## config.mk

```make
export PLATFORM = sky130hd
export DESIGN_NAME = apb_regs
export DESIGN_NICKNAME = d
export VERILOG_FILES = /design/src/cnn_tail_pkg.sv /design/src/apb_regs.sv
export VERILOG_INCLUDE_DIRS = /design/src
export SDC_FILE = /design/constraint.sdc
export NUM_CORES = 1
export LEC_CHECK = 0
export BUFFER_PORTS_ARGS = -buffer_cell sky130_fd_sc_hd__buf_2
export CAP_MARGIN = 30
export CELL_PAD_IN_SITES_DETAIL_PLACEMENT = 1
export CELL_PAD_IN_SITES_GLOBAL_PLACEMENT = 1
export CORE_ASPECT_RATIO = 1.1
export CORE_MARGIN = 5
export CORE_UTILIZATION = 29
export DETAILED_ROUTE_END_ITERATION = 16
export MAX_ROUTING_LAYER = met4
export PLACE_DENSITY_LB_ADDON = 0.1
export SYNTH_ARGS = -nofsm -noshare
export SYNTH_HDL_FRONTEND = slang
export SYNTH_SLANG_ARGS = --single-unit
```

## constraint.sdc

```tcl
create_clock -name clk -period 2.5 [get_ports clk]
set_clock_uncertainty 0.1 [all_clocks]
set_input_delay 0.5 -clock clk [delete_from_list [all_inputs] [get_ports clk]]
set_output_delay 0.5 -clock clk [all_outputs]
set_load 0.05 [all_outputs]
```

## src/cnn_tail_cfg.svh

```systemverilog
`ifndef CNN_TAIL_CFG_SVH
`define CNN_TAIL_CFG_SVH

// Feature map geometry
`define CT_CH           6
`define CT_POS          8
`define CT_WORD_BYTES   8
`define CT_WORDS        6

// Classifier shape
`define CT_NEURONS      4
`define CT_LANE_NEURONS 2

// Wide enough for 48 products of two int8 values
`define CT_ACC_W        22

// APB address width
`define CT_APB_AW       8

`endif

```

## src/cnn_tail_pkg.sv

```systemverilog
`include "cnn_tail_cfg.svh"

package cnn_tail_pkg;

    typedef logic signed [7:0] int8_t;
    typedef int8_t [`CT_WORD_BYTES-1:0] fm_word_t;
    typedef logic signed [`CT_ACC_W-1:0] acc_t;

    // One beat from the pooling stage
    typedef struct packed {
        logic                   valid;
        logic                   last;
        int8_t [`CT_CH-1:0]     data;
    } pool_beat_t;

    // Buffer word tagged for the lanes
    typedef struct packed {
        logic                           valid;
        logic                           last;
        logic [$clog2(`CT_WORDS)-1:0]   idx;
        fm_word_t                       word;
    } lane_word_t;

    typedef struct packed {
        logic                           valid;
        acc_t [`CT_LANE_NEURONS-1:0]    sum;
    } lane_sum_t;

    // Field order matches pwdata[15:0]
    typedef struct packed {
        logic                                   en;
        logic                                   lane;
        logic                                   neuron;
        logic [$clog2(`CT_CH*`CT_POS)-1:0]      idx;
        int8_t                                  value;
    } wgt_wr_t;

    typedef struct packed {
        logic                               valid;
        logic [$clog2(`CT_NEURONS)-1:0]     cls;
        acc_t                               score;
    } class_result_t;

    typedef enum logic [1:0] {
        CS_IDLE,
        CS_READ,
        CS_WAIT,
        CS_DONE
    } class_state_e;

    typedef enum logic [`CT_APB_AW-1:0] {
        REG_WGT    = 8'h00,
        REG_RESULT = 8'h04,
        REG_STATUS = 8'h08
    } apb_reg_e;

endpackage

```

## src/apb_regs.sv

```systemverilog
`timescale 1ns/1ps
`include "cnn_tail_cfg.svh"

module apb_regs (
    input  logic                            clk,
    input  logic                            rst_n,
    input  logic                            i_psel,
    input  logic                            i_penable,
    input  logic                            i_pwrite,
    input  logic [`CT_APB_AW-1:0]           i_paddr,
    input  logic [31:0]                     i_pwdata,
    output logic [31:0]                     o_prdata,
    output logic                            o_pready,
    output logic                            o_pslverr,
    input  cnn_tail_pkg::class_result_t     i_result,
    output cnn_tail_pkg::wgt_wr_t           o_wgt
);
    import cnn_tail_pkg::*;

    logic           access;
    logic           addr_hit;
    logic           wgt_en_q;
    logic [15:0]    wgt_bits_q;
    class_result_t  result_q;
    logic [31:0]    frame_cnt_q;

    assign access   = i_psel && i_penable;
    assign o_pready = 1'b1;

    always_comb begin
        case (i_paddr)
            REG_WGT, REG_RESULT, REG_STATUS: addr_hit = 1'b1;
            default:                         addr_hit = 1'b0;
        endcase
    end

    // Error only in the access phase
    assign o_pslverr = access && !addr_hit;

    always_comb begin
        case (i_paddr)
            REG_RESULT: o_prdata = 32'(result_q);
            REG_STATUS: o_prdata = frame_cnt_q;
            default:    o_prdata = '0;
        endcase
    end

    //////////////////////////////////////////////////////////////////////
    // Weight write strobe and status
    //////////////////////////////////////////////////////////////////////

    always_ff @(posedge clk or negedge rst_n) begin
        if (!rst_n) begin
            wgt_en_q    <= 1'b0;
            result_q    <= '0;
            frame_cnt_q <= '0;
        end else begin
            wgt_en_q <= access && i_pwrite && (i_paddr == REG_WGT);
            if (i_result.valid) begin
                result_q    <= i_result;
                frame_cnt_q <= frame_cnt_q + 32'd1;
            end
        end
    end

    always_ff @(posedge clk) begin
        if (access && i_pwrite) begin
            wgt_bits_q <= i_pwdata[15:0];
        end
    end

    assign o_wgt = wgt_wr_t'({wgt_en_q, wgt_bits_q});

    a_penable_after_psel: assert property (@(posedge clk) disable iff (!rst_n)
        i_penable |-> $past(i_psel));

endmodule

```

======== After elaboration in Yosys (flattened, before gate mapping) ========
Cells that the tools add are included.
cells by class
  equality and inequality tests ........... 2
  $add $sub $neg .......................... 1
  reduce and logical (&&, ||, !) cells .... 7
  mux-type cells .......................... 2
operators by type and width
  kind                     number
  $pmux W32 S2             1
  $add A32 B1 Y32 const B  1
  $eq A8 B3 Y1 const B     1
  $eq A8 B4 Y1 const B     1
  $logic_not A8 Y1         1
  $logic_and A1 B1 Y1      4
  $reduce_or A3 Y1         1
  $logic_not A1 Y1         1
  $mux W1                  1
word-level totals
  output and inout port bits .............. 51
  register bits ........................... 74

======== Depth between registers and ports, before layout ========
  word-level depth ........................ 5
  depth in mapped cells ................... 5

======== Worst setup path after synthesis ========
OpenSTA, ideal clock, no wires.
  kind .................................... input -> output
  from .................................... input i_paddr[5]
  to ...................................... output o_prdata[0]
  data arrival time ....................... 1.865 ns
  required time ........................... 1.900 ns
  stages on the path ...................... 5
  slack ................................... 0.035 ns
  cell sequence ........................... nor4_1 -> nand2_1 -> nor3b_4 -> buf_4 -> a22o_1
between the ends
  cells in the longest elaborated chain, start to end .. 2
  elaborated cells between the ends (all ways) .. 3
  classes of those cells .................. 2 x eq/ne; 1 x mux
ends and longest elaborated chain
  item                                                 line            source
  from (decl)                                          apb_regs.sv:10  input logic [`CT_APB_AW-1:0] i_paddr,
  $eq A8 B4 Y1 / $eq A8 B3 Y1 (equally long branches)  apb_regs.sv:41  case (i_paddr)
  $pmux W32 S2 (*)                                     apb_regs.sv:41
  to (decl)                                            apb_regs.sv:12  output logic [31:0] o_prdata,
Every way passes the cells marked *; elsewhere a longest branch is shown, timed or not.

======== Worst setup path after layout ========
  from .................................... input i_paddr[5]
  to ...................................... output o_prdata[22]
The elaborated chain is that of the path after synthesis.

==> metrics <==
Final Cell Area 0.00472 sq mm; CTS tree built; Most used DFF post-synth dfrtp_1; switching share of power 26.4%; Max rail drop VDD 253 uV; grt total ovfl 0; Root Buffer clkbuf_16; Vias/cell 4.73; synthesis-to-finish area growth 44.2%; CTS Buffer Depth 2; Antenna Cells 0; complex-gate fraction of the synthesized area 6.85%; crit path max fanout 16; post-synth cell types 34; ANT nets after route 0; startpoint types primary input; Final #Nets 430; Final min period 2.52 ns; vias post-DR 2418; initial antenna violation count 0; DRT Pass-1 Iters 2; Post-synth ARST share 78.4%; critical path's slowest cell nor4_4; top-area cell type share of the netlist area 44.4%; Max Slew Vio Count 0; CORE AREA 0.0110 sq mm; starting density of the core 29.7%; CP endpoint kind output pin; total of max-cap violations 0; final setup fails 15; Yosys reg bits 74; post-synthesis mux area share 8.60%; Port Buffers 103; DR WL/cell 17.5 um; Post-synth EDFFs 16; power share of the clock group 41.9%; Syn. warnings 0; CTS Buf Count 9; first-pass GRT wire length 14100 um; Die Width 111 um; failing checks setup timing; gpl congestion 0.727; final worst slack -0.0194 ns; Sink Count 74; final hold vios 0; mapped cell area 0.00327 sq mm; worst relative slew slack 51.0%; Switching Power 809 uW; Pint 2260 uW; DP HPWL 5760 um; post-synthesis average cell area 13.6 sq um; RSZ-0062 raised after global routing yes; largest net degree at the start of global routing 33; cell taking the most area after synthesis dfrtp_1; Post-Synth XOR/XNOR Area 8.30%; leakage power 0.00209 uW; worst min-delay path category in -> async; post-route clock period utilization 101%; Pwr Density 650 mW/mm^2; Total Routing Usage GR 13.8%; final core occ 42.9%; # DRC 0; drt total wl 8960 um; clock-pin slew on the worst setup and hold paths 0.06 ns; Die Area 0.0135 sq mm; Worst Path Buf+Inv 4; WP data arrival 1.92 ns; actual slew at the worst max-slew pin 0.734 ns; vias in the first global route 2586; Post-Synth Adder-Cell Area 0.382%; DIE HEIGHT 121 um; crit-path max cell delay 0.28 ns; DR iter-0 viols 60; Logic pwr share 10.8%; layout cells sized above 1 48.9%; # rows 40; status complete, but fails checks; placed cell area 0.00404 sq mm; clk_lat worst skew 0.33 ns; sequential share of the synthesized area 59.0%; delay-heaviest family, CP simple AND/OR/NAND/NOR gates; H-tree levels 3; sequential fraction of design power 47.3%; Post-Synthesis Cells 241; largest family of logic cells by synthesized area simple AND/OR/NAND/NOR gates; worst-path cell chain buf_6, nor4_4, nand2_2, nor3b_4, buf_12, clkbuf_16, a22o_1, buf_6; most frequent cells in the layout 69 x buf_2, 58 x dfrtp_1, 33 x buf_6; top post-synthesis cells by area dfrtp_1 44%, edfxtp_1 15%, mux2_2 8.6%; Synth Net Count 312; Max Freq 397 MHz; critical path type in -> out; I/O pin count 121; commonest non-fill, non-tap cell in the layout buf_2; crit-path most repeated cell buf_6; worst path required time 1.90 ns; Synth Area in Simple Gates 14.3%
## power groups by stage
stage | clock (uW) | sequential [uW] | combinational, uW
final | 1290 | 1450 | 332
after global routing | 1380 | 1470 | 367
after CTS | 1330 | 1450 | 335
after detailed placement | 0 | 1480 | 326
after global placement | 0 | 1470 | 316
after floorplan | 0 | 1490 | 170
## cells by family after synthesis
logic type,Yosys count
flops,74
other cells,1
buf+inv,14
simple gates,69
mux,25
fa+ha+maj,1
compound gates,26
xor+xnor,31
## cell usage after synthesis, drive strengths merged (5+ instances only)
library cell  count
nor2              6
edfxtp           16
nor4              5
mux2             25
dfrtp            58
a22o             25
nand3            14
nand4             9
and3              6
xor2              6
and2              7
nand2            11
buf               7
xnor2            25
## path summary, 6_finish.rpt
kind / from / end / slack (ns) / cells past startpoint
min: rst_n / result_q[16]$_DFFE_PN0P_ / 0.05 / 1
max reg2reg: frame_cnt_q[0]$_DFFE_PN0P_ / frame_cnt_q[28]$_DFFE_PN0P_ / 0.60 / 5
min in group clk: i_pwdata[2] / wgt_bits_q[2]$_DFFE_PP_ / 0.24 / 1
max: i_paddr[5] / o_prdata[22] / -0.02 / 8
max in group asynchronous: rst_n / frame_cnt_q[9]$_DFFE_PN0P_ / 1.69 / 2
min reg2reg: frame_cnt_q[31]$_DFFE_PN0P_ / frame_cnt_q[31]$_DFFE_PN0P_ / 0.38 / 1
## metrics by stage
step / setup TNS [ns] / setup slack [ns] / std cells / power (uW) / hold slack, ns
final: -0.223 / -0.0194 / 511 / 3070 / 0.0537
after global routing: -2.07 / -0.0966 / 511 / 3220 / 0.0965
after CTS: -0.00780 / -0.00780 / 508 / 3120 / 0.0629
after detailed placement: -1.79 / -0.0808 / 488 / 1800 / 0.360
after global placement: -2.36 / -0.102 / 488 / 1790 / 0.354
after floorplan: 0 / 0.0353 / 241 / 1660 / 0.104
## worst reg2reg max path: cells and delay by family (launching register included)
family | cells | cell delay [ns]
flip-flops | 1 | 0.43
AND/OR/NAND/NOR | 2 | 0.79
buffers and inverters | 1 | 0.12
XOR/XNOR | 1 | 0.15
adder cells (fa/ha/maj) | 1 | 0.24
## timing repair
action / 4_1_cts / 5_1_grt
pin swaps: 2 / 13
cloned: 2 / 2
endpoints found under the hold margin: 0 / 0
endpoints found under the setup margin: 31 / 32
setup buffers: 2 / 1
hold buffers: 0 / 0
gates resized for setup: 37 / 39
## flip-flops by register name, summed over array words and instances (netlist names)
| name | flops |
|---|---|
| frame_cnt_q | 32 |
| wgt_bits_q | 16 |
| result_q | 25 |
| wgt_en_q | 1 |
## layout make-up
cell class	count	area, sq um
clock buffers	9	225
clock inverters	7	70.1
fillers	1181	6290
inverters	3	11.3
multi-input cells	153	1310
flip-flops and latches	74	1930
well taps	147	184
repair buffers	118	987
## routing by layer
layer	up-vias	part of all wire [%]	wire length, um	track usage (%)
met1	1218	45	4080	17.3
li1	1123	-	-	-
met5	-	0	0	-
met3	13	3.9	346	2.79
met2	64	49	4390	21.6
met4	0	1.8	157	5.93
Power figures use the tool's default switching activity.
