$ cat src/cnn_tail_cfg.svh
`ifndef CNN_TAIL_CFG_SVH
`define CNN_TAIL_CFG_SVH

// Feature map geometry
`define CT_CH           6
`define CT_POS          8
`define CT_WORD_BYTES   8
`define CT_WORDS        6

// Classifier shape
`define CT_NEURONS      4
`define CT_LANE_NEURONS 2

// Wide enough for 48 products of two int8 values
`define CT_ACC_W        22

// APB address width
`define CT_APB_AW       8

`endif

$ cat src/cnn_tail_pkg.sv
`include "cnn_tail_cfg.svh"

package cnn_tail_pkg;

    typedef logic signed [7:0] int8_t;
    typedef int8_t [`CT_WORD_BYTES-1:0] fm_word_t;
    typedef logic signed [`CT_ACC_W-1:0] acc_t;

    // One beat from the pooling stage
    typedef struct packed {
        logic                   valid;
        logic                   last;
        int8_t [`CT_CH-1:0]     data;
    } pool_beat_t;

    // Buffer word tagged for the lanes
    typedef struct packed {
        logic                           valid;
        logic                           last;
        logic [$clog2(`CT_WORDS)-1:0]   idx;
        fm_word_t                       word;
    } lane_word_t;

    typedef struct packed {
        logic                           valid;
        acc_t [`CT_LANE_NEURONS-1:0]    sum;
    } lane_sum_t;

    // Field order matches pwdata[15:0]
    typedef struct packed {
        logic                                   en;
        logic                                   lane;
        logic                                   neuron;
        logic [$clog2(`CT_CH*`CT_POS)-1:0]      idx;
        int8_t                                  value;
    } wgt_wr_t;

    typedef struct packed {
        logic                               valid;
        logic [$clog2(`CT_NEURONS)-1:0]     cls;
        acc_t                               score;
    } class_result_t;

    typedef enum logic [1:0] {
        CS_IDLE,
        CS_READ,
        CS_WAIT,
        CS_DONE
    } class_state_e;

    typedef enum logic [`CT_APB_AW-1:0] {
        REG_WGT    = 8'h00,
        REG_RESULT = 8'h04,
        REG_STATUS = 8'h08
    } apb_reg_e;

endpackage

$ cat src/pool_fc_buffer.sv
`timescale 1ns/1ps
`include "cnn_tail_cfg.svh"

module pool_fc_buffer (
    input  logic                        clk,
    input  logic                        rst_n,
    input  cnn_tail_pkg::pool_beat_t    i_beat,
    input  logic                        i_read_done,
    input  logic [2:0]                  i_fc_fm_addr,
    output logic                        o_fc_start,
    output cnn_tail_pkg::fm_word_t      o_fm_word
);
    import cnn_tail_pkg::*;

    // Channel-major storage, byte c*8+k is channel c at position k
    int8_t       fm_mem [`CT_CH*`CT_POS];
    logic [3:0]  beat_cnt_q;
    logic        locked_q;
    logic [2:0]  rd_addr_q;
    logic        accept;
    logic        wr_en;
    logic        frame_done;

    // Beats are dropped while the classifier owns the buffer
    assign accept     = i_beat.valid && !locked_q;
    assign wr_en      = accept && (beat_cnt_q < 4'(`CT_POS));
    assign frame_done = accept && i_beat.last && (beat_cnt_q == 4'(`CT_POS - 1));

    //////////////////////////////////////////////////////////////////////
    // Frame tracking
    //////////////////////////////////////////////////////////////////////

    always_ff @(posedge clk or negedge rst_n) begin
        if (!rst_n) begin
            beat_cnt_q <= '0;
            locked_q   <= 1'b0;
            o_fc_start <= 1'b0;
        end else begin
            o_fc_start <= frame_done;
            // Any last beat closes the frame, complete or not
            if (accept) begin
                if (i_beat.last) begin
                    beat_cnt_q <= '0;
                end else if (wr_en) begin
                    beat_cnt_q <= beat_cnt_q + 4'd1;
                end
            end
            if (frame_done) begin
                locked_q <= 1'b1;
            end else if (i_read_done) begin
                locked_q <= 1'b0;
            end
        end
    end

    always_ff @(posedge clk or negedge rst_n) begin
        if (!rst_n) begin
            for (int i = 0; i < `CT_CH*`CT_POS; i++) begin
                fm_mem[i] <= '0;
            end
        end else if (wr_en) begin
            for (int c = 0; c < `CT_CH; c++) begin
                fm_mem[c*`CT_POS + int'(beat_cnt_q)] <= i_beat.data[c];
            end
        end
    end

    //////////////////////////////////////////////////////////////////////
    // Word read port
    //////////////////////////////////////////////////////////////////////

    always_ff @(posedge clk or negedge rst_n) begin
        if (!rst_n) begin
            rd_addr_q <= '0;
        end else begin
            rd_addr_q <= i_fc_fm_addr;
        end
    end

    always_comb begin
        for (int b = 0; b < `CT_WORD_BYTES; b++) begin
            o_fm_word[b] = fm_mem[int'(rd_addr_q)*`CT_WORD_BYTES + b];
        end
    end

    a_beat_cnt_range: assert property (@(posedge clk) disable iff (!rst_n)
        accept |-> beat_cnt_q <= 4'(`CT_POS));

endmodule

$ cat config.mk
export PLATFORM = sky130hd
export DESIGN_NAME = pool_fc_buffer
export DESIGN_NICKNAME = d
export VERILOG_FILES = /design/src/cnn_tail_pkg.sv /design/src/pool_fc_buffer.sv
export VERILOG_INCLUDE_DIRS = /design/src
export SDC_FILE = /design/constraint.sdc
export NUM_CORES = 1
export LEC_CHECK = 0
export ABC_CLOCK_PERIOD_IN_PS = 5300
export BUFFER_PORTS_ARGS = -buffer_cell sky130_fd_sc_hd__buf_2
export CAP_MARGIN = 40
export CELL_PAD_IN_SITES_DETAIL_PLACEMENT = 0
export CELL_PAD_IN_SITES_GLOBAL_PLACEMENT = 1
export CORE_MARGIN = 4
export CORE_UTILIZATION = 49
export DETAILED_ROUTE_END_ITERATION = 10
export PLACE_DENSITY_LB_ADDON = 0.1
export SETUP_SLACK_MARGIN = 0.02
export SLEW_MARGIN = 10
export SYNTH_ARGS = -nofsm -noshare
export SYNTH_HDL_FRONTEND = slang
export SYNTH_SLANG_ARGS = --single-unit
$ cat constraint.sdc
create_clock -name clk -period 5.3 [get_ports clk]
set_input_delay 0.265 -clock clk [delete_from_list [all_inputs] [get_ports clk]]
set_output_delay 0.265 -clock clk [all_outputs]
set_load 0.01 [all_outputs]
**Word level (Yosys, flattened, before mapping)**

Index checks and enable logic that the tools add are counted.

- Multiplexer cells: 46
- Eq/ne operators: 1
- Order comparisons: 21
- Divide/modulo/power cells: 0
- Bitwise operators: 14
- Add/sub/neg operators: 13
- Multiply operators: 0
- Shift operators: 0
- Reduce and logical (&&, ||, !) cells: 14

Operators by type and width:

| kind | number |
|---|---|
| $bwmux W384 | 6 |
| $ge A32 B7 Y1 const B | 14 |
| $bmux W8 S6 | 8 |
| $demux W8 S6 | 6 |
| $not A7 Y32 | 9 |
| $lt A32 B1 Y1 const B | 6 |
| $mux W8 | 22 |
| $not A6 Y32 | 3 |
| $not A4 Y32 | 1 |
| $not A5 Y32 | 1 |
| $add A6 B3 Y7 const B | 4 |
| $add A6 B2 Y7 const B | 2 |
| $add A6 B4 Y7 const A | 2 |
| $add A5 B4 Y6 const A | 2 |
| $logic_and A1 B1 Y1 | 10 |
| $mux W4 | 2 |
| $add A6 B1 Y7 const B | 1 |
| $add A4 B4 Y5 const A | 1 |
| $add A4 B1 Y4 const B | 1 |
| $eq A4 B3 Y1 const B | 1 |
| $lt A4 B4 Y1 const B | 1 |
| $reduce_bool A2 Y1 | 2 |
| $mux W1 | 2 |
| $reduce_and A2 Y1 | 1 |
| $logic_not A1 Y1 | 1 |

- Latch bits: 0
- Output and inout bits: 65
- Bits in writable memories: 0
- Register bits: 393
- Memory bits (read-only): 0
- Memories kept: 0
- Word-level logic and storage cells: 161

**Logic depth before layout (Yosys ltp)**

- Depth in word-level cells: 11
- Depth in mapped cells: 8
- Mapped depth without buffers: 6

**Worst setup path before layout**

Ideal clock, no wire load.

- Path type: reg2reg
- Start: register beat_cnt_q[0]
- End: register fm_mem[64] in the netlist's numbering
- Setup time: 0.125 ns
- Required time: 5.175 ns
- Buffers on the path: 2
- Arrival: 2.057 ns
- Path slack: 3.118 ns
- Cell stages (with the launch flop): 9
- Path through: dfrtp_1 > buf_2 > inv_1 > nor3_1 > ha_1 > buf_1 > a21oi_1 > nor3_4 > mux2_2

- Longest elaborated chain between the ends: 11
- Elaborated cells on any way between the ends: 49
- Those cells by class: add/sub (5); order compare (13); mux (18); bitwise (6); reduce/logical (7)

Ends and longest elaborated chain:

| element | line | source |
|---|---|---|
| from (decl) | pool_fc_buffer.sv:17 | `logic [3:0] beat_cnt_q;` |
| from (signal assigned) | pool_fc_buffer.sv:45 | `beat_cnt_q <= beat_cnt_q + 4'd1;` |
| $add A4 B4 Y5 or $not A4 Y32 (tied branches) | pool_fc_buffer.sv:63 | `` fm_mem[c*`CT_POS + int'(beat_cnt_q)] <= i_beat.data[c]; `` |
| $not A5 Y32, or another cell as far along | pool_fc_buffer.sv:63 |  |
| $ge A32 B7 Y1, or another cell as far along | pool_fc_buffer.sv:63 |  |
| $logic_and A1 B1 Y1 or $mux W8 (tied branches) | pool_fc_buffer.sv:63 |  |
| $mux W8 or $demux W8 S6 (tied branches) | pool_fc_buffer.sv:63 |  |
| $demux W8 S6 or $bwmux W384 (tied branches) | pool_fc_buffer.sv:63 |  |
| $bwmux W384 (5 in a row) | pool_fc_buffer.sv:63 |  |
| to (signal, indexed assignment) | pool_fc_buffer.sv:63 |  |
| to (decl) | pool_fc_buffer.sv:16 | `` int8_t fm_mem [`CT_CH*`CT_POS]; `` |

Several ways; a longest one is shown, not always the timed one.
A chain may end at the register's enable or synchronous reset.

==> results.yml <==
run_status:
  outcome: "completed"
synth:
  netlist_instances: 1231
  syn_area_um2: 18450
  ys_seq_area_share_pct: 53.29
  synthXorXnorAreaFrac_pct: 0
  ys_ff_latch: 393
  synth_top_family_by_area: "multiplexers"
  yosys.area_share.simple_pct: 2.326
  synth_area_leaders: "dfrtp_1 53%, mux2_2 24%, mux4_2 7.8%"
  yosysTopAreaCell: "dfrtp_1"
  muxShareOfSynthArea_pct: 37.18
  yosys.area_share.adder_pct: 0.4068
  synth_nets: 1293
  ys_types: 41
  synth_top_area_share_pct: 53.29
  ys_warn_count: 0
  synth_compound_area_share_pct: 2.441
  avgSynthCellArea_um2: 14.99
route:
  final_antenna_net_count: 0
  post_drt_wl_per_cell_um: 25.89
  first_iter_violations: 650
  drt_wl_total_mm: 48.50
  dr.pass1.iters: 5
  vias: 10910
  viasPerCell: 5.823
  drc: 0
die:
  die_y_um: 202.1
  core_area_um2: 36870
  start_util_pct: 50.05
  die-area_um2: 40830
  die_w_um: 202.1
  ios: 121
  row_count: 70
clocking:
  clock_latency_ns: 0.54
  clkSinkCount: 393
  cts_root_buffer: "clkbuf_16"
  cts_tree: "done"
  clockBufferDepth: 3
  ctsHtreeMaxLevel: 2
  ctsResizeCount: 0
  cts_made_buffers: 43
  path_clk_slew_ns: 0.06
  cts_hold_buf: 5
  post-cts-setup-buffers: 0
min_path:
  hold_path.class: "in2reg"
  hold_path_depth: 2
critical_path:
  reg2reg_depth: 6
  critPathArrivalTime_ns: 3.10
  start_kind: "flip-flop"
  end_kind: "output port"
  required_ns: 5.04
  path_max_fanout: 42
  crit_type: "reg2out"
power:
  p_leak_nw: 9.950
  peakVddDrop_mv: 0.2230
  power.density_nw_per_um2: 458.6
place:
  place_congestion: 0.8081
  dp_hpwl_mm: 31.00
  numPortBuffers: 120
final_layout:
  fin_util_pct: 56.79
  layout_commonest_cell: "mux2_2"
  fillers: 3006
  drive_gt1_share_pct: 50.88
  area.growth.synth_to_final_pct: 13.47
  nNetsFinal: 1403
  most-common-layout-cells: "391 x mux2_2, 390 x dfrtp_1, 119 x buf_2"
global_routing:
  groute.layer.met2.usage_pct: 35.62
  grt_max_degree: 132
  met1_usage_pct: 37.25
  grt-ovfl-total: 0
  gr-usage-met3_pct: 4.075
  antenna_found_initial: 1
  grt_usage_pct: 23.90
  gr-max-usage-layer: "met1"
  grt_pass1_wl_mm: 74.24
  first_global_vias: 11240
timing:
  rsz0062_at_grt: "no"
  hold_ws_ns: 0.1062
  period_minus_slack_ns: 3.369
  setup_viol: 0
  hold_viol_final: 0
  max_freq_ghz: 0.2968
  drv_slew: 0
  max_slew.worst_pin.slew_ns: 0.8825
  setup_tns_ns: 0
  slew-limit-headroom_pct: 41.17
  final.period_utilization_pct: 63.56
  skew_ns: 0.007429
run:
  maxCapViolations: 0
==> cells in the mapped netlist <==
cell type / count
dfrtp_1: 393
mux2_2: 391
inv_1: 77
mux2i_1: 72
o22ai_1: 65
mux4_2: 64
buf_2: 32
clkbuf_1: 28
mux2_4: 13
buf_4: 12
nand2_1: 12
buf_6: 9
mux2_1: 9
ha_1: 6
nor4_4: 5
nand2b_1: 4
and4bb_2: 3
buf_1: 3
nand4_1: 3
nor4b_4: 3
o21ai_0: 3
a21oi_1: 2
and4_1: 2
nand2_4: 2
nor2_1: 2
a22o_1: 1
a32o_1: 1
and2_1: 1
and3_1: 1
buf_12: 1
clkbuf_8: 1
clkinv_1: 1
dlygate4sd1_1: 1
nand3_1: 1
nand3_2: 1
nand3b_1: 1
nor2b_1: 1
nor3_1: 1
nor3_4: 1
nor4b_1: 1
or2_2: 1
==> per-layer routing <==
layer  part of all wire [%]  wire (µm)  vias to the layer above
met1                     48      23450                     5883
li1                       -          -                     4723
met4                    1.8        857                        0
met2                     45      21770                      242
met3                    5.0       2423                       59
met5                      0          0                        -
==> registers in the layout, summed over array words and instances, names as in the netlist <==
register and flops:
locked_q 1, o_fc_start 1, beat_cnt_q 4, rd_addr_q 3, fm_mem 384
==> kinds of logic after synthesis <==
logic type               count (synthesis)
AO/OA/AOI/OAI                           72
AND/OR/NAND/NOR                         46
buffers and inverters                  165
flip-flops                             393
adder cells (fa/ha/maj)                  6
multiplexers                           549
==> path summary, 6_finish.rpt <==
path	start	to	slack [ns]
max	rd_addr_q[1]	o_fm_word[62]	1.93
min	i_beat[47]	fm_mem[39]	0.11
max reg2reg	beat_cnt_q[2]	fm_mem[68]	2.20
min reg2reg	fm_mem[255]	fm_mem[255]	0.48
max in group asynchronous	rst_n	fm_mem[318]	3.82
min in group asynchronous	rst_n	fm_mem[113]	0.33
==> power by group <==
| group | switching, mW | leakage, nW | internal, mW |
|---|---|---|---|
| Combinational | 1.03 | 4.19 | 1.32 |
| Clock | 1.16 | 0.656 | 1.71 |
| Sequential | 0.459 | 5.10 | 3.92 |
==> critical path: stages, from the launching register on <==
cell	delay (ns)
dfrtp_2	0.85
buf_4	0.72
mux4_2	0.34
inv_1	0.07
o22ai_1	0.35
buf_2	0.21
==> final cells by class <==
cell class	count	area, µm²	area share [%]
clock inverter	4	45.04	0.2151
sequential	393	9841	46.99
tap	504	630.6	3.011
clock buffer	68	1292	6.172
multi-input combinational	673	7826	37.37
inverter	78	292.8	1.398
antenna	1	2.502	0.01195
timing repair buffer	152	1010	4.822
==> through the flow <==
stage | setup slack [ns] | instances | total power, mW | instance area, µm²
finish | 1.931 | 1873 | 9.603 | 20940
global route | 1.774 | 1872 | 10.10 | 20940
CTS | 1.894 | 1872 | 9.682 | 20940
detailed placement | 2.242 | 1795 | 6.790 | 19550
global placement | 2.161 | 1787 | 6.682 | 19390
floorplan | 3.118 | 1231 | 5.976 | 18450
(Power assumes the default switching activity.)
