**config.mk**
```make
export PLATFORM = sky130hd
export DESIGN_NAME = fc_lane
export DESIGN_NICKNAME = d
export VERILOG_FILES = /design/src/cnn_tail_pkg.sv /design/src/fc_lane.sv
export VERILOG_INCLUDE_DIRS = /design/src
export SDC_FILE = /design/constraint.sdc
export NUM_CORES = 2
export LEC_CHECK = 0
export BUFFER_PORTS_ARGS = -buffer_cell sky130_fd_sc_hd__clkbuf_2
export CAP_MARGIN = 20
export CELL_PAD_IN_SITES_DETAIL_PLACEMENT = 0
export CELL_PAD_IN_SITES_GLOBAL_PLACEMENT = 1
export CORE_AREA = 3 3 416 418
export DETAILED_ROUTE_END_ITERATION = 8
export DIE_AREA = 0 0 419 421
export HOLD_SLACK_MARGIN = 0.12
export PLACE_DENSITY_LB_ADDON = 0.1
export SYNTH_ARGS = -nofsm -noshare
export SYNTH_HDL_FRONTEND = slang
export SYNTH_SLANG_ARGS = --single-unit
```
**constraint.sdc**
```tcl
create_clock -name clk -period 8.9 [get_ports clk]
set_clock_uncertainty 0.15 [all_clocks]
set_input_delay 0.445 -clock clk [delete_from_list [all_inputs] [get_ports clk]]
set_output_delay 0.445 -clock clk [all_outputs]
set_load 0.02 [all_outputs]
```
**src/cnn_tail_cfg.svh**
```systemverilog
`ifndef CNN_TAIL_CFG_SVH
`define CNN_TAIL_CFG_SVH

// Feature map geometry
`define CT_CH           6
`define CT_POS          8
`define CT_WORD_BYTES   8
`define CT_WORDS        6

// Classifier shape
`define CT_NEURONS      4
`define CT_LANE_NEURONS 2

// Wide enough for 48 products of two int8 values
`define CT_ACC_W        22

// APB address width
`define CT_APB_AW       8

`endif

```
**src/cnn_tail_pkg.sv**
```systemverilog
`include "cnn_tail_cfg.svh"

package cnn_tail_pkg;

    typedef logic signed [7:0] int8_t;
    typedef int8_t [`CT_WORD_BYTES-1:0] fm_word_t;
    typedef logic signed [`CT_ACC_W-1:0] acc_t;

    // One beat from the pooling stage
    typedef struct packed {
        logic                   valid;
        logic                   last;
        int8_t [`CT_CH-1:0]     data;
    } pool_beat_t;

    // Buffer word tagged for the lanes
    typedef struct packed {
        logic                           valid;
        logic                           last;
        logic [$clog2(`CT_WORDS)-1:0]   idx;
        fm_word_t                       word;
    } lane_word_t;

    typedef struct packed {
        logic                           valid;
        acc_t [`CT_LANE_NEURONS-1:0]    sum;
    } lane_sum_t;

    // Field order matches pwdata[15:0]
    typedef struct packed {
        logic                                   en;
        logic                                   lane;
        logic                                   neuron;
        logic [$clog2(`CT_CH*`CT_POS)-1:0]      idx;
        int8_t                                  value;
    } wgt_wr_t;

    typedef struct packed {
        logic                               valid;
        logic [$clog2(`CT_NEURONS)-1:0]     cls;
        acc_t                               score;
    } class_result_t;

    typedef enum logic [1:0] {
        CS_IDLE,
        CS_READ,
        CS_WAIT,
        CS_DONE
    } class_state_e;

    typedef enum logic [`CT_APB_AW-1:0] {
        REG_WGT    = 8'h00,
        REG_RESULT = 8'h04,
        REG_STATUS = 8'h08
    } apb_reg_e;

endpackage

```
**src/fc_lane.sv**
```systemverilog
`timescale 1ns/1ps
`include "cnn_tail_cfg.svh"

module fc_lane (
    input  logic                        clk,
    input  logic                        rst_n,
    input  cnn_tail_pkg::wgt_wr_t       i_wgt,
    input  cnn_tail_pkg::lane_word_t    i_word,
    output cnn_tail_pkg::lane_sum_t     o_sum
);
    import cnn_tail_pkg::*;

    int8_t              wgt_mem [`CT_LANE_NEURONS][`CT_CH*`CT_POS];
    logic signed [15:0] prod_q [`CT_LANE_NEURONS][`CT_WORD_BYTES];
    logic               s1_valid_q;
    logic               s1_last_q;
    logic               s1_first_q;
    acc_t               word_sum [`CT_LANE_NEURONS];
    acc_t               acc_q [`CT_LANE_NEURONS];
    logic               sum_valid_q;

    // Write enable is already qualified for this lane
    always_ff @(posedge clk or negedge rst_n) begin
        if (!rst_n) begin
            for (int n = 0; n < `CT_LANE_NEURONS; n++) begin
                for (int i = 0; i < `CT_CH*`CT_POS; i++) begin
                    wgt_mem[n][i] <= '0;
                end
            end
        end else if (i_wgt.en) begin
            wgt_mem[i_wgt.neuron][i_wgt.idx] <= i_wgt.value;
        end
    end

    //////////////////////////////////////////////////////////////////////
    // Stage 1: products
    //////////////////////////////////////////////////////////////////////

    always_ff @(posedge clk) begin
        for (int n = 0; n < `CT_LANE_NEURONS; n++) begin
            for (int b = 0; b < `CT_WORD_BYTES; b++) begin
                prod_q[n][b] <= $signed(i_word.word[b]) *
                                $signed(wgt_mem[n][int'(i_word.idx)*`CT_WORD_BYTES + b]);
            end
        end
    end

    always_ff @(posedge clk or negedge rst_n) begin
        if (!rst_n) begin
            s1_valid_q  <= 1'b0;
            s1_last_q   <= 1'b0;
            s1_first_q  <= 1'b0;
            sum_valid_q <= 1'b0;
        end else begin
            s1_valid_q  <= i_word.valid;
            s1_last_q   <= i_word.valid && i_word.last;
            s1_first_q  <= (i_word.idx == '0);
            sum_valid_q <= s1_valid_q && s1_last_q;
        end
    end

    //////////////////////////////////////////////////////////////////////
    // Stage 2: reduce and accumulate
    //////////////////////////////////////////////////////////////////////

    always_comb begin
        for (int n = 0; n < `CT_LANE_NEURONS; n++) begin
            word_sum[n] = '0;
            for (int b = 0; b < `CT_WORD_BYTES; b++) begin
                word_sum[n] = word_sum[n] + acc_t'(prod_q[n][b]);
            end
        end
    end

    // Word 0 restarts the sum
    always_ff @(posedge clk) begin
        if (s1_valid_q) begin
            for (int n = 0; n < `CT_LANE_NEURONS; n++) begin
                acc_q[n] <= s1_first_q ? word_sum[n] : acc_q[n] + word_sum[n];
            end
        end
    end

    always_comb begin
        o_sum.valid = sum_valid_q;
        for (int n = 0; n < `CT_LANE_NEURONS; n++) begin
            o_sum.sum[n] = acc_q[n];
        end
    end

    a_idx_step: assert property (@(posedge clk) disable iff (!rst_n)
        i_word.valid && (i_word.idx != '0) |->
            $past(i_word.valid) && ($past(i_word.idx) + 3'd1 == i_word.idx));

endmodule

```
# Yosys cells after proc, flatten, opt, wreduce, memory -nomap -nowiden
# Memory sizes are Yosys's and may differ from the RTL's.
# Cells that the tools add are included.
[totals]
mem_bits_rw = 300
wordCells = 225
reg_bits = 772
n_memories = 2
[op_classes]
n_reduce_logical = 5
magnitude_cmp = 12
n_addsub = 23
n_mux = 57
mul = 16
bitwise_logic = 10
[memory_table]
columns = ["memory", "depth", "word_bits", "rd", "rd_clocked_by_memory_dff", "write_ports", "line_no", "source"]
rows = [
  ["prod_q", 2, 128, 2, 0, 2, "fc_lane.sv:14", "logic signed [15:0] prod_q [`CT_LANE_NEURONS][`CT_WORD_BYTES];"],
  ["acc_q", 2, 22, 2, 0, 2, "fc_lane.sv:19", "acc_t acc_q [`CT_LANE_NEURONS];"],
]
[op_table]
columns = ["operator", "count"]
rows = [
  ["$bmux W8 S6", 16],
  ["$bwmux W768", 1],
  ["$demux W384 S1", 1],
  ["$mux W384", 1],
  ["$mux W8", 33],
  ["$ge A32 B7 Y1 const B", 8],
  ["$mul A8 B8 Y16", 16],
  ["$not A7 Y32", 7],
  ["$demux W8 S6", 1],
  ["$add A21 B16 Y22", 2],
  ["$add A22 B16 Y22", 2],
  ["$add A22 B22 Y22", 2],
  ["$mux W22", 2],
  ["$add A20 B16 Y21", 2],
  ["$add A19 B16 Y20", 2],
  ["$add A18 B16 Y19", 2],
  ["$add A17 B16 Y18", 2],
  ["$add A16 B16 Y17", 2],
  ["$not A6 Y32", 1],
  ["$add A6 B3 Y7 const B", 4],
  ["$add A6 B2 Y7 const B", 2],
  ["$add A6 B1 Y7 const B", 1],
  ["$ge A7 B7 Y1 const B", 1],
  ["$lt A7 B1 Y1 const B", 1],
  ["7 further kinds", 11],
]

# Depth between registers and ports, before layout
[depth]
word_depth = 9
depth_mapped = 27
ltp_nobuf = 27

# Worst setup path after synthesis
# No wires, ideal clock.
[synth_path]
path_kind = "register -> register"
startpoint = "memory prod_q[1][50] (netlist name)"
endpoint = "memory acc_q[0][41] (netlist name) (data pin)"
t_arrival_ns = 6.018
synth_period_minus_slack_ns = 6.428
setup_time_ns = 0.260
t_required_ns = 8.490
slack_ns = 2.472
path_buffers = 0
stages_incl_launch_ff = 25
path_cell_list = "dfxtp_1 -> inv_1 -> fa_1 -> inv_1 -> fa_1 -> fa_1 -> fa_1 -> ha_1 -> fa_1 -> a21o_1 -> a21oi_2 -> o21bai_1 -> a2111o_1 -> a41oi_1 -> o211ai_1 -> xor2_1 -> ha_1 -> a21o_1 -> a21o_1 -> a21o_1 -> a21o_1 -> a21oi_1 -> o31ai_1 -> xor2_1 -> mux2_2"
[synth_lines]
columns = ["element", "line_no"]
rows = [
  ["from (decl)", "fc_lane.sv:14"],
  ["to (decl)", "fc_lane.sv:19"],
]

==> summary.txt <==
Outcome
  • Outcome: finished clean

Detailed routing
  • Initial DRT Pass Iterations: 6
  • Vias per Instance: 5.32
  • DRT antenna net count: 0
  • Wire length per cell: between 20 and 25 um
  • Detailed-route DRC error count: 0
  • Final WL: around 230 mm
  • DR iter-0 viols: around 3.3k
  • Via count: between 50k and 60k

Layout
  • Fill cells: 14.5k
  • Layout cell share with drive strength beyond 1: a little under a fifth
  • Nets@finish: 10.0k
  • Area delta synth->final: 8.94%

Global route
  • GRT Residual Overflow: 0
  • Pin count of the biggest net entering global routing: around 180
  • Initial antenna violation count: 12
  • GRT Total Usage: approximately a quarter
  • Vias in the first global route: approximately 60k
  • Global-route wire length before repair: 357 mm

Clock network
  • CTS tree: built
  • # H-tree levels: 3
  • Clk sinks: around 1.1k
  • Root Buffer: clkbuf_16
  • Clock Latency Late Sink: 770 ps
  • CTS Buffer Depth: 3
  • Total CTS buffers: 119
  • Clock-pin slew on the worst setup and hold paths: roughly 70 ps

Synthesis
  • Post-synth top cells: 1,534 x inv_1, 1,082 x fa_1, 793 x mux2_2
  • Post-synth cell types: 79
  • Post-synth ARST share: roughly 72%
  • Top_reg_cell synth: dfrtp_1
  • Cell accounting for the most synthesized area: fa_1
  • Seq/Total Area, Yosys: 28.8%
  • EDFF count, synth: 44
  • Synth area leaders: fa_1 24%, dfrtp_1 22%, mux2_2 10%
  • Syn_nets: about 10k
  • Top-area cell type share of the netlist area: 24.2%
  • Synth Warn #: 0
  • Mean Syn Cell Area: between 10 and 15 um^2
  • Syn Inst Count: roughly 8.1k
  • Yosys reg bits: roughly 1.1k
  • Mapped cell area: 89,500 um^2
  • Count leader, synth: inv_1

Placed design
  • Gp weighted congestion: approximately 0.91
  • IO Port Bufs: 131
  • HPWL Detailed: 175 mm

Worst hold path
  • Min-Delay Path Class: in -> reg
  • Hold depth: 2

Floorplan
  • Row Count: between 150 and 200
  • Die area: between 150,000 and 200,000 um^2
  • Die X: 419 um
  • Placeable Area: around 170,000 um^2
  • Die H: between 400 and 500 um
  • Number of I/O pins: roughly 130
  • Initial Util: a little over half

Timing
  • Slew Limit Fails: 0
  • Slew @ Worst Pin: roughly 1200 ps
  • RSZ-0062 raised after global routing: false
  • Endpoints failing hold: 0
  • Min Tclk post-route: just over 7000 ps
  • Setup violators final: 0
  • Setup_tns: 0 ps
  • Period Utilization, post-route: between 70 and 80%
  • Worst-case headroom to the max-slew limit: roughly 22%
  • Peak Freq: about 140 MHz

Critical path
  • CP Cell Sequence: inv_1, fa_1, inv_1, fa_1, fa_1, fa_1, ha_1, fa_1, a21o_1, a21oi_2, o21bai_1, a2111o_1, a41oi_1, o211ai_1, xor2_1, ha_1, a21o_1, a21o_1, a21o_1, a211oi_1, or4_1, nand4_1, xor2_1
  • CP Data Arrival Time: 7420 ps
  • Critical Path Source Type: flip-flop
  • Crit Path Max Fanout: 6
  • Worst Reg-to-Reg Cells: 23
  • Worst setup EP type: flip-flop
  • Worst EP required: 9280 ps
  • Worst path most repeated cell: fa_1
  • Max stage delay on crit path: between 600 and 700 ps
  • Critical-path top delay cell: fa_1
  • Setup CP Type: reg -> reg

Run
  • Max Cap Viol: 0
## placed cells by master (no fill, tap or decap), types with 120 or more instances in the layout
master     Yosys  final
mux2_2       793    793
nor2_1       315    314
nor2b_1      585    585
dfrtp_1      772    770
buf_4          3    143
ha_1         556    556
fa_1        1082   1082
mux2i_1      132    132
clkbuf_16      0    122
inv_1       1534   1533
mux4_2       128    128
a21oi_1      190    186
dfxtp_1      256    256
xnor2_1      243    243
nand2_1      384    384
clkbuf_2       0    120
## routing by layer
| layer | track usage [%] | share of wire [%] | wire length, um |
|---|---|---|---|
| met3 | 3.86 | 4.7 | 10800 |
| met4 | 7.49 | 2.8 | 6370 |
| met2 | 40.2 | 44 | 100000 |
| met1 | 39.4 | 48 | 109000 |
| met5 | 0 | 0.0066 | 15 |
## worst max-delay path: cells and delay by family (launching register included)
family | cells | cell delay (ps)
adders and majority gates | 7 | 3070
AOI/OAI and AO/OA | 10 | 2440
xor gates and xnor gates | 2 | 380
DFF | 1 | 310
and+or+nand+nor | 2 | 310
buffers and inverters | 2 | 140
## cell families (layout without fill, tap and decap cells)
family | count (synthesis) | after routing | synth area share, %
AOI/OAI and AO/OA | 573 | 573 | 4.05
adders and majority gates | 1638 | 1638 | 32.0
muxes | 1053 | 1053 | 14.7
DFF | 1072 | 1072 | 28.8
and+or+nand+nor | 1739 | 1739 | 10.2
xor gates and xnor gates | 291 | 291 | 2.85
other | 0 | 10 | 0
buffers and inverters | 1783 | 2056 | 7.52
## path summary, 6_finish.rpt
path / from / to / slack (ps)
worst max-delay path: prod_q[1][50] / acc_q[0][43] / 1860
worst max register to register: prod_q[1][50] / acc_q[0][43] / 1860
worst min register to register: s1_last_q / sum_valid_q / 300
max in group asynchronous: rst_n / wgt_mem[731] / 6110
min in group asynchronous: rst_n / wgt_mem[214] / 220
worst min-delay path: i_wgt[2] / wgt_mem[682] / 180
## registers in the layout, indices dropped and copies added, names as in the netlist
| register | count |
|---|---|
| s1_last_q | 1 |
| prod_q | 256 |
| sum_valid_q | 1 |
| s1_first_q | 1 |
| acc_q | 44 |
| s1_valid_q | 1 |
| wgt_mem | 768 |
## cell type report
type	instances	area [um^2]	area share (%)
Sequential cell	1072	25800	26.4
Tap cell	2218	2780	2.85
Inverter	1534	5760	5.91
Antenna cell	10	25.0	0.0257
Multi-Input combinational cell	5294	57100	58.5
Timing Repair Buffer	299	2170	2.23
Clock buffer	180	3480	3.57
Clock inverter	43	478	0.490
## metrics by stage
step / hold WS, ps / utilization (%) / instances / instance area (um^2) / worst slack, ps
2_1_floorplan: -0.591 / - / 8149 / 89500 / 2470
3_3_place_gp: 281 / 55.0 / 10400 / 93200 / 1650
3_5_place_dp: 288 / 55.0 / 10400 / 93200 / 1540
4_1_cts: 123 / 57.5 / 10600 / 97400 / 1850
5_1_grt: 172 / 57.5 / 10600 / 97500 / 1410
6_report: 183 / 57.6 / 10700 / 97500 / 1860
## what timing repair did
item,CTS,global route
setup buffers,0,0
hold buffers,19,2
gates resized for setup,0,0
setup endpoints to repair,0,0
hold endpoints to repair,215,35
Power is not shown: default switching activity piles up to over one toggle a cycle in this logic, so the estimate is an artifact.
